## config.mk

```make
export PLATFORM = sky130hd
export DESIGN_NAME = multicycleControl
export DESIGN_NICKNAME = d
export VERILOG_FILES = /design/src/hdl/controlPkg.sv /design/src/hdl/instrDecoder.sv /design/src/hdl/controlSequencer.sv /design/src/hdl/controlWordGen.sv /design/src/hdl/multicycleControl.sv
export VERILOG_INCLUDE_DIRS = /design/src /design/src/hdl
export SDC_FILE = /design/constraint.sdc
export NUM_CORES = 1
export LEC_CHECK = 0
export ABC_AREA = 1
export BUFFER_PORTS_ARGS = -buffer_cell sky130_fd_sc_hd__buf_2
export CAP_MARGIN = 10
export CORE_MARGIN = 3
export CORE_UTILIZATION = 47
export CTS_BUF_LIST = sky130_fd_sc_hd__clkbuf_4
export CTS_CLUSTER_DIAMETER = 30
export CTS_CLUSTER_SIZE = 20
export DETAILED_ROUTE_END_ITERATION = 16
export PLACE_DENSITY_LB_ADDON = 0.12
export SLEW_MARGIN = 20
export SYNTH_ARGS = -nofsm -noshare
export SYNTH_HDL_FRONTEND = slang
export SYNTH_SLANG_ARGS = --single-unit
```

## constraint.sdc

```tcl
create_clock -name Clk -period 1.4 [get_ports Clk]
set_input_delay 0.28 -clock Clk [delete_from_list [all_inputs] [get_ports Clk]]
set_output_delay 0.28 -clock Clk [all_outputs]
set_load 0.02 [all_outputs]
```

## src/hdl/controlSettings.svh

```systemverilog
`ifndef CONTROL_SETTINGS_SVH
`define CONTROL_SETTINGS_SVH

// field widths
`define OPCODE_WIDTH 6
`define FUNCT_WIDTH  6
`define STATE_WIDTH  5

// opcode values
`define OP_RTYPE 6'h00   // funct field selects the operation
`define OP_J     6'h02
`define OP_BEQ   6'h04
`define OP_BNE   6'h05
`define OP_LUI   6'h0f

// funct values for the r-type opcode
`define FUNCT_NOP   6'h00
`define FUNCT_BREAK 6'h0d
`define FUNCT_ADD   6'h20
`define FUNCT_SUB   6'h22
`define FUNCT_AND   6'h24
`define FUNCT_XOR   6'h26

`endif

```

## src/hdl/controlPkg.sv

```systemverilog
`default_nettype none

`include "controlSettings.svh"

package controlPkg;

	// result of decoding op and funct
	typedef enum logic [3:0]
	{
		classAdd,
		classAnd,
		classSub,
		classXor,
		classNop,
		classBreak,
		classBeq,
		classBne,
		classJump,
		classLui,
		classUndef
	} instrClassT;

	typedef enum logic [`STATE_WIDTH-1:0]
	{
		stReset,
		stFetch,
		stFetchWait1,	// memory read latency
		stFetchWait2,	// pc + 4 written here
		stDecode,
		stAdd,
		stAnd,
		stSub,
		stXor,
		stRegWrite,		// alu result to rd
		stNop,
		stBreak,		// halts until reset
		stBeq,
		stBne,
		stJump,
		stLui
	} ctrlStateT;

	// codes as the alu expects them
	typedef enum logic [2:0]
	{
		aluNone = 3'b000,
		aluAdd  = 3'b001,
		aluSub  = 3'b010,
		aluAnd  = 3'b011,
		aluXor  = 3'b110
	} aluOpT;

	typedef enum logic [1:0]
	{
		srcBReg          = 2'b00,
		srcBFour         = 2'b01,
		srcBBranchOffset = 2'b11	// sign extended, shifted by 2
	} aluSrcBT;

	typedef enum logic [1:0]
	{
		pcFromAlu    = 2'b00,
		pcFromAluOut = 2'b01,
		pcFromJump   = 2'b10
	} pcSourceT;

	typedef enum logic [1:0]
	{
		dataAluOut   = 2'b00,
		dataUpperImm = 2'b10
	} regDataSelT;

	// mux selects and alu operation for the datapath
	typedef struct packed
	{
		aluOpT      aluOp;
		logic       aluSrcA;	// 1 selects register a, 0 the pc
		aluSrcBT    aluSrcB;
		pcSourceT   pcSource;
		regDataSelT regData;
		logic       iorD;
		logic       regDst;		// 1 selects rd, 0 rt
	} datapathSelT;

	// load and write strobes
	typedef struct packed
	{
		logic irWrite;
		logic mdrLoad;
		logic aLoad;
		logic bLoad;
		logic aluOutLoad;
		logic regWrite;
		logic clear;		// clears ir, mdr, a, b, aluout and the register file
	} regCtrlT;

endpackage : controlPkg

`default_nettype wire

```

## src/hdl/instrDecoder.sv

```systemverilog
`timescale 1ns/1ns
`default_nettype none

`include "controlSettings.svh"

module instrDecoder
(
	input  wire logic [`OPCODE_WIDTH-1:0] Op,
	input  wire logic [`FUNCT_WIDTH-1:0]  Funct,
	output controlPkg::instrClassT        instrClass
);

	import controlPkg::*;

	always_comb
	begin
		instrClass = classUndef;	// anything not listed below
		case (Op)
			`OP_RTYPE:
			begin
				case (Funct)
					`FUNCT_ADD:   instrClass = classAdd;
					`FUNCT_AND:   instrClass = classAnd;
					`FUNCT_SUB:   instrClass = classSub;
					`FUNCT_XOR:   instrClass = classXor;
					`FUNCT_NOP:   instrClass = classNop;
					`FUNCT_BREAK: instrClass = classBreak;
					default:      instrClass = classUndef;
				endcase
			end

			`OP_BEQ:
			begin
				instrClass = classBeq;
			end

			`OP_BNE:
			begin
				instrClass = classBne;
			end

			`OP_J:
			begin
				instrClass = classJump;
			end

			`OP_LUI:
			begin
				instrClass = classLui;
			end

			default:
			begin
				instrClass = classUndef;	// lw and sw land here too
			end
		endcase
	end

endmodule : instrDecoder

`default_nettype wire

```

## src/hdl/controlSequencer.sv

```systemverilog
`timescale 1ns/1ns
`default_nettype none

module controlSequencer
(
	input  wire logic                   Clk,
	input  wire logic                   arstN,
	input  wire controlPkg::instrClassT instrClass,
	output controlPkg::ctrlStateT       state
);

	import controlPkg::*;

	ctrlStateT nextState;

	always_ff @(posedge Clk or negedge arstN)
	begin
		if (!arstN)
		begin
			state <= stReset;
		end
		else
		begin
			state <= nextState;
		end
	end

	always_comb
	begin
		nextState = stFetch;
		case (state)
			stReset:
			begin
				nextState = stFetch;
			end

			stFetch:
			begin
				nextState = stFetchWait1;
			end

			stFetchWait1:
			begin
				nextState = stFetchWait2;
			end

			stFetchWait2:
			begin
				nextState = stDecode;
			end

			// only state that looks at the decoded instruction
			stDecode:
			begin
				case (instrClass)
					classAdd:   nextState = stAdd;
					classAnd:   nextState = stAnd;
					classSub:   nextState = stSub;
					classXor:   nextState = stXor;
					classNop:   nextState = stNop;
					classBreak: nextState = stBreak;
					classBeq:   nextState = stBeq;
					classBne:   nextState = stBne;
					classJump:  nextState = stJump;
					classLui:   nextState = stLui;
					default:    nextState = stFetch;	// undefined instructions are skipped
				endcase
			end

			stAdd, stAnd, stSub, stXor:
			begin
				nextState = stRegWrite;
			end

			stBreak:
			begin
				nextState = stBreak;	// only reset leaves
			end

			default:
			begin
				nextState = stFetch;	// regwrite and single cycle execute states
			end
		endcase
	end

endmodule : controlSequencer

`default_nettype wire

```

## src/hdl/controlWordGen.sv

```systemverilog
`timescale 1ns/1ns
`default_nettype none

module controlWordGen
(
	input  wire controlPkg::ctrlStateT state,
	input  wire logic                  aluZero,
	output controlPkg::datapathSelT    datapathSel,
	output controlPkg::regCtrlT        regCtrl,
	output logic                       pcLoad
);

	import controlPkg::*;

	always_comb
	begin
		datapathSel = '0;	// everything inactive unless set below
		regCtrl = '0;
		pcLoad = 1'b0;

		case (state)
			stReset:
			begin
				regCtrl.clear = 1'b1;
			end

			// memory needs three cycles for the instruction read
			stFetch, stFetchWait1:
			begin
				regCtrl.irWrite = 1'b1;
				regCtrl.mdrLoad = 1'b1;
				datapathSel.aluSrcB = srcBFour;
			end

			stFetchWait2:
			begin
				regCtrl.irWrite = 1'b1;
				regCtrl.mdrLoad = 1'b1;
				datapathSel.aluSrcB = srcBFour;
				datapathSel.aluOp = aluAdd;		// pc + 4
				pcLoad = 1'b1;
			end

			// branch target computed ahead, in case it is needed
			stDecode:
			begin
				regCtrl.aLoad = 1'b1;
				regCtrl.bLoad = 1'b1;
				regCtrl.aluOutLoad = 1'b1;
				datapathSel.aluOp = aluAdd;
				datapathSel.aluSrcB = srcBBranchOffset;
			end

			stAdd, stAnd, stSub, stXor:
			begin
				case (state)
					stAnd:   datapathSel.aluOp = aluAnd;
					stSub:   datapathSel.aluOp = aluSub;
					stXor:   datapathSel.aluOp = aluXor;
					default: datapathSel.aluOp = aluAdd;
				endcase
				datapathSel.aluSrcA = 1'b1;		// a op b
				datapathSel.aluSrcB = srcBReg;
				regCtrl.aluOutLoad = 1'b1;
			end

			stRegWrite:
			begin
				regCtrl.regWrite = 1'b1;
				datapathSel.regDst = 1'b1;		// write rd
				datapathSel.regData = dataAluOut;
			end

			// compare by subtraction with the target already in aluout
			stBeq:
			begin
				datapathSel.aluOp = aluSub;
				datapathSel.aluSrcA = 1'b1;
				datapathSel.pcSource = pcFromAluOut;
				pcLoad = aluZero;
			end

			stBne:
			begin
				datapathSel.aluOp = aluSub;
				datapathSel.aluSrcA = 1'b1;
				datapathSel.pcSource = pcFromAluOut;
				pcLoad = !aluZero;
			end

			stJump:
			begin
				datapathSel.pcSource = pcFromJump;
				datapathSel.iorD = 1'b1;
				datapathSel.aluOp = aluAdd;
				datapathSel.aluSrcB = srcBBranchOffset;
				regCtrl.aluOutLoad = 1'b1;
				pcLoad = 1'b1;
			end

			stLui:
			begin
				regCtrl.regWrite = 1'b1;
				datapathSel.regData = dataUpperImm;
				datapathSel.regDst = 1'b0;		// write rt
			end

			default:
			begin
				datapathSel = '0;		// nop and break
				regCtrl = '0;
			end
		endcase
	end

endmodule : controlWordGen

`default_nettype wire

```

## src/hdl/multicycleControl.sv

```systemverilog
`timescale 1ns/1ns
`default_nettype none

`include "controlSettings.svh"

module multicycleControl
(
	input  wire logic [`OPCODE_WIDTH-1:0] Op,
	input  wire logic [`FUNCT_WIDTH-1:0]  Funct,
	input  wire logic                     Clk,
	input  wire logic                     arstN,
	input  wire logic                     aluZero,
	output controlPkg::ctrlStateT         stateOut,
	output controlPkg::datapathSelT       datapathSel,
	output controlPkg::regCtrlT           regCtrl,
	output logic                          pcLoad
);

	import controlPkg::*;

	instrClassT instrClass;

	instrDecoder decoder
	(
		.Op         (Op),
		.Funct      (Funct),
		.instrClass (instrClass)
	);

	controlSequencer sequencer
	(
		.Clk        (Clk),
		.arstN      (arstN),
		.instrClass (instrClass),
		.state      (stateOut)
	);

	controlWordGen wordGen
	(
		.state       (stateOut),
		.aluZero     (aluZero),
		.datapathSel (datapathSel),
		.regCtrl     (regCtrl),
		.pcLoad      (pcLoad)
	);

endmodule : multicycleControl

`default_nettype wire

```

==> run_results.csv, run 1 <==
group,metric,value,unit
floorplanning,boundaryPins,40,
logic_synthesis,ys_ff_latch,4,
placement,dp_hpwl,2.13,mm
logic_synthesis,synth_area_leaders,"nand2_1 (14%), nor2_1 (13%), dfrtp_1 (13%), inv_1 (10%), nand3_1 (7.0%)",
run_status,status,"stopped before the end",
logic_synthesis,post-synth-top-area-fraction,14.3,%
logic_synthesis,syn_area,787,um^2
clock_tree,htreeDepth,1,
clock_tree,cts_setup_buffers,8,
clock_tree,cts-root-buf,"clkbuf_4",
floorplanning,die_w,46.9,um
logic_synthesis,synthCells,137,
logic_synthesis,yosysSeqAreaShare,12.7,%
logic_synthesis,yosys.area.top_type,"nand2_1",
floorplanning,die_h,46.9,um
placement,dp_slack,-0.367,ns
placement,port_buffers,37,
logic_synthesis,synth_cell_types,26,
floorplanning,rows,14,
logic_synthesis,synth.avg_cell_area,5.74,um^2
clock_tree,ctsResizeCount,53,
run_status,error,"[ERROR DPL-0033] detailed placement checks failed during check placement.",
placement,placed_cells,207,
clock_tree,clockBufferDepth,2,
run_status,stop_stage,"4_1_cts",
clock_tree,postCtsHoldBufs,1,
placement,place_congestion,0.882,
logic_synthesis,yosysWarnings,0,
clock_tree,cts.sinks,4,
floorplanning,start_util,51.1,%
clock_tree,cts_made_buffers,3,
==> kinds of logic after synthesis <==
logic type | share of synthesized area (%)
compound gates | 10.8
fa+ha+maj | 3.18
simple gates | 55.3
flops | 12.7
other cells | 0.476
buf+inv | 17.5
==> cells in the mapped netlist (all sizes together) <==
library cell / n
nand2: 34
nor2: 34
inv: 26
nand3: 14
o21ai: 7
buf: 5
a21oi: 4
dfrtp: 4
ha: 2
nand4: 2
and2: 1
conb: 1
o21a: 1
o22ai: 1
o311ai: 1
==> stage by stage <==
step	hold WS (ns)	area [um^2]
detailed placement	0.0899	1240
global placement	0.0846	1240
floorplan	-0.0156	920
==> inputs of run 2 (changes only) <==
--- a/config.mk
+++ b/config.mk
@@ -9,13 +9,10 @@
 export ABC_AREA = 1
 export BUFFER_PORTS_ARGS = -buffer_cell sky130_fd_sc_hd__buf_2
 export CAP_MARGIN = 10
-export CORE_MARGIN = 3
-export CORE_UTILIZATION = 47
-export CTS_BUF_LIST = sky130_fd_sc_hd__clkbuf_4
-export CTS_CLUSTER_DIAMETER = 30
-export CTS_CLUSTER_SIZE = 20
+export CORE_AREA = 3 3 64 66
 export DETAILED_ROUTE_END_ITERATION = 16
-export PLACE_DENSITY_LB_ADDON = 0.12
+export DIE_AREA = 0 0 67 69
+export PLACE_DENSITY_LB_ADDON = 0.15
 export SLEW_MARGIN = 20
 export SYNTH_ARGS = -nofsm -noshare
 export SYNTH_HDL_FRONTEND = slang
==> run 2 against run 1 <==
Against the previous run:
- the flow now finishes, with violations (negative setup slack)
- area after synthesis unchanged
- synthesized cell count unchanged
==> run_results.csv, run 2 <==
group,metric,value,unit
worst_setup_path,crit_required,1.12,ns
placement,post_dp_cell_area,0.00132,mm^2
cells_and_area,top_regs,"sequencer.state (4)",
logic_synthesis,async_reset_ff_share,100,%
clock_tree,cts-root-buf,"clkbuf_8",
worst_setup_path,crit_path_end_kind,"output port",
sta,max_freq,608,MHz
logic_synthesis,synthCells,137,
cells_and_area,final_net_count,236,
logic_synthesis,synth_area_leaders,"nand2_1 (14%), nor2_1 (13%), dfrtp_1 (13%), inv_1 (10%), nand3_1 (7.0%)",
floorplanning,rows,22,
floorplanning,coreArea,0.00363,mm^2
pwr,p_seq_share,9.2,%
pwr,p_sw,1.52,mW
sta,slew_violations,0,
grt,grt_usage,11.0,%
clock_tree,cts.sinks,4,
cells_and_area,layout_commonest_cell,"buf_4",
cells_and_area,largest_reg_flops,4,
cells_and_area,nFillCells,374,
pwr,cellLeakagePower,0.922,nW
logic_synthesis,yosysWarnings,0,
logic_synthesis,yosys.area.top_type,"nand2_1",
pwr,power.internal,1.70,mW
pwr,power_density,1810,mW/mm^2
pwr,p_clk_share,7.4,%
floorplanning,die_area,0.00462,mm^2
grt,grt_overflow,0,
sta,rsz0062_at_grt,"true",
worst_setup_path,crit_type,"flop to output port",
cells_and_area,seqCellArea,105,um^2
logic_synthesis,synthTopCellsByCount,"nand2_1 (30), nor2_1 (27), inv_1 (22), nand3_1 (11), o21ai_0 (6)",
logic_synthesis,syn_area,787,um^2
cells_and_area,layout_common_cells,"buf_4 (41), nand2_1 (24), buf_6 (24)",
clock_tree,clockBufferDepth,2,
worst_setup_path,crit_path_start_kind,"flop",
sta,setup_slack,-0.245,ns
sta,finalCritPeriodShare,118,%
sta,hold_viol,0,
floorplanning,boundaryPins,40,
logic_synthesis,synth_edf_count,0,
clock_tree,htreeDepth,1,
placement,place_congestion,0.779,
clock_tree,tritoncts,"built",
drt,ant_nets,0,
logic_synthesis,ys_ff_latch,4,
run_status,violations,"negative setup slack",
placement,dp_slack,-0.298,ns
clock_tree,clkLatencyLatePin,0.22,ns
cells_and_area,n_antenna_cell,0,
drt,via_per_inst,4.19,
worst_hold_path,min_path_type,"input port to async pin",
run_status,status,"finished, violations left",
grt,grt_pass1_vias,1044,
pwr,switching_share,47.3,%
grt,grt_max_degree,7,
worst_setup_path,cp.arrival,1.37,ns
drt,routedWlPerCell,10.7,um
floorplanning,start_util,21.7,%
drt,drt_iter0_markers,28,
cells_and_area,fin_area,0.00178,mm^2
logic_synthesis,synth.avg_cell_area,5.74,um^2
cells_and_area,area_delta_synth_final,126,%
sta,layout_min_cycle_time,1.65,ns
clock_tree,cts_made_buffers,3,
drt,drc,0,
logic_synthesis,synth_cell_types,26,
placement,dp_hpwl,2.07,mm
worst_setup_path,worstPathMaxFanout,4,
cells_and_area,drive_gt1_share,71.0,%
drt,firstDrtPassIters,4,
floorplanning,die_w,67,um
cells_and_area,top_register,"sequencer.state",
logic_synthesis,post-synth-top-area-fraction,14.3,%
grt,antenna_found_initial,0,
drt,vias,1110,
pwr,ir_drop,0.508,mV
clock_tree,clk_pin_slew_worst_paths,0.03,ns
logic_synthesis,yosysSeqAreaShare,12.7,%
grt,grt_pass1_wl,4.20,mm
sta,finalClockSkew,0.00195,ns
run,maxCapViolations,0,
sta,setup_viol,22,
logic_synthesis,synth_flop_cell,"dfrtp_1",
drt,drt_wl_total,2.84,mm
cells_and_area,multi_input_area,771,um^2
pwr,power,3.23,mW
floorplanning,die_h,69,um
pwr,pwr-share-comb,83.4,%
placement,port_buffers,37,
logic_synthesis,yosysMostFrequentCell,"nand2_1",
==> run 2: kinds of logic (layout without fill, tap and decap cells) <==
group / after synthesis / in the layout / synth area share [%]
buffers and inverters: 31 / 110 / 17.5
adder cells (fa/ha/maj): 2 / 2 / 3.18
other: 1 / 2 / 0.476
flip-flops: 4 / 4 / 12.7
AO/OA/AOI/OAI: 14 / 14 / 10.8
AND/OR/NAND/NOR: 85 / 85 / 55.3
==> run 2: per-layer routing <==
| metal | global-route usage (%) | share of wire (%) | vias up |
|---|---|---|---|
| met1 | 11.3 | 34 | 494 |
| met4 | 2.70 | 0.60 | 0 |
| met2 | 22.5 | 61 | 29 |
| met5 | 0 | 0 | - |
| li1 | - | - | 585 |
| met3 | 0.651 | 4.5 | 2 |
==> run 2: power groups by stage <==
stage / logic (mW) / registers (mW) / clock network, mW
after detailed placement: 1.86 / 0.279 / 0
after global routing: 2.87 / 0.307 / 0.256
after floorplan: 1.03 / 0.350 / 0
after global placement: 1.84 / 0.278 / 0
final: 2.69 / 0.297 / 0.239
after CTS: 2.46 / 0.293 / 0.245
==> run 2: what timing repair did <==
action	CTS	global route
setup buffers	10	8
pin swaps	10	23
endpoints found under the setup margin	22	23
gates resized for setup	59	26
hold buffers	1	0
endpoints found under the hold margin	4	0
==> run 2: metrics by stage <==
step	cells	setup TNS, ns	hold slack (ns)	utilization, %
after CTS	258	-3.02	0.397	45.4
after global placement	244	-1.07	0.0866	36.2
final	265	-3.53	0.396	49.0
after floorplan	138	-0.330	-0.0156	-
after detailed placement	244	-1.13	0.0874	36.2
after global routing	265	-4.92	0.428	49.0
==> run 2: area by class of cell <==
| class | instances | area share, % |
|---|---|---|
| Inverter | 26 | 5.90 |
| Clock buffer | 3 | 2.32 |
| Timing Repair Buffer | 81 | 39.2 |
| Multi-Input combinational cell | 103 | 43.3 |
| Sequential cell | 4 | 5.90 |
| Tap cell | 48 | 3.37 |
==> run 2: final timing paths <==
path	endpoint	slack, ns	cells after the start	from
max	pcLoad	-0.25	7	sequencer.state[1]
min	sequencer.state[3]	0.40	2	arstN
max reg2reg	sequencer.state[0]	-0.08	8	sequencer.state[0]
min reg2reg	sequencer.state[0]	0.71	3	sequencer.state[0]
max in group asynchronous	sequencer.state[0]	0.87	2	arstN
min in group Clk	sequencer.state[1]	0.63	8	Op[4]
==> run 2: worst max-delay path, stage by stage, from the launching register on <==
cell	delay [ns]
dfrtp_2	0.42
inv_2	0.07
nor2_2	0.14
inv_2	0.07
nor2_4	0.16
nor2_4	0.06
o311ai_4	0.06
buf_6	0.15
Power figures use the tool's default switching activity.
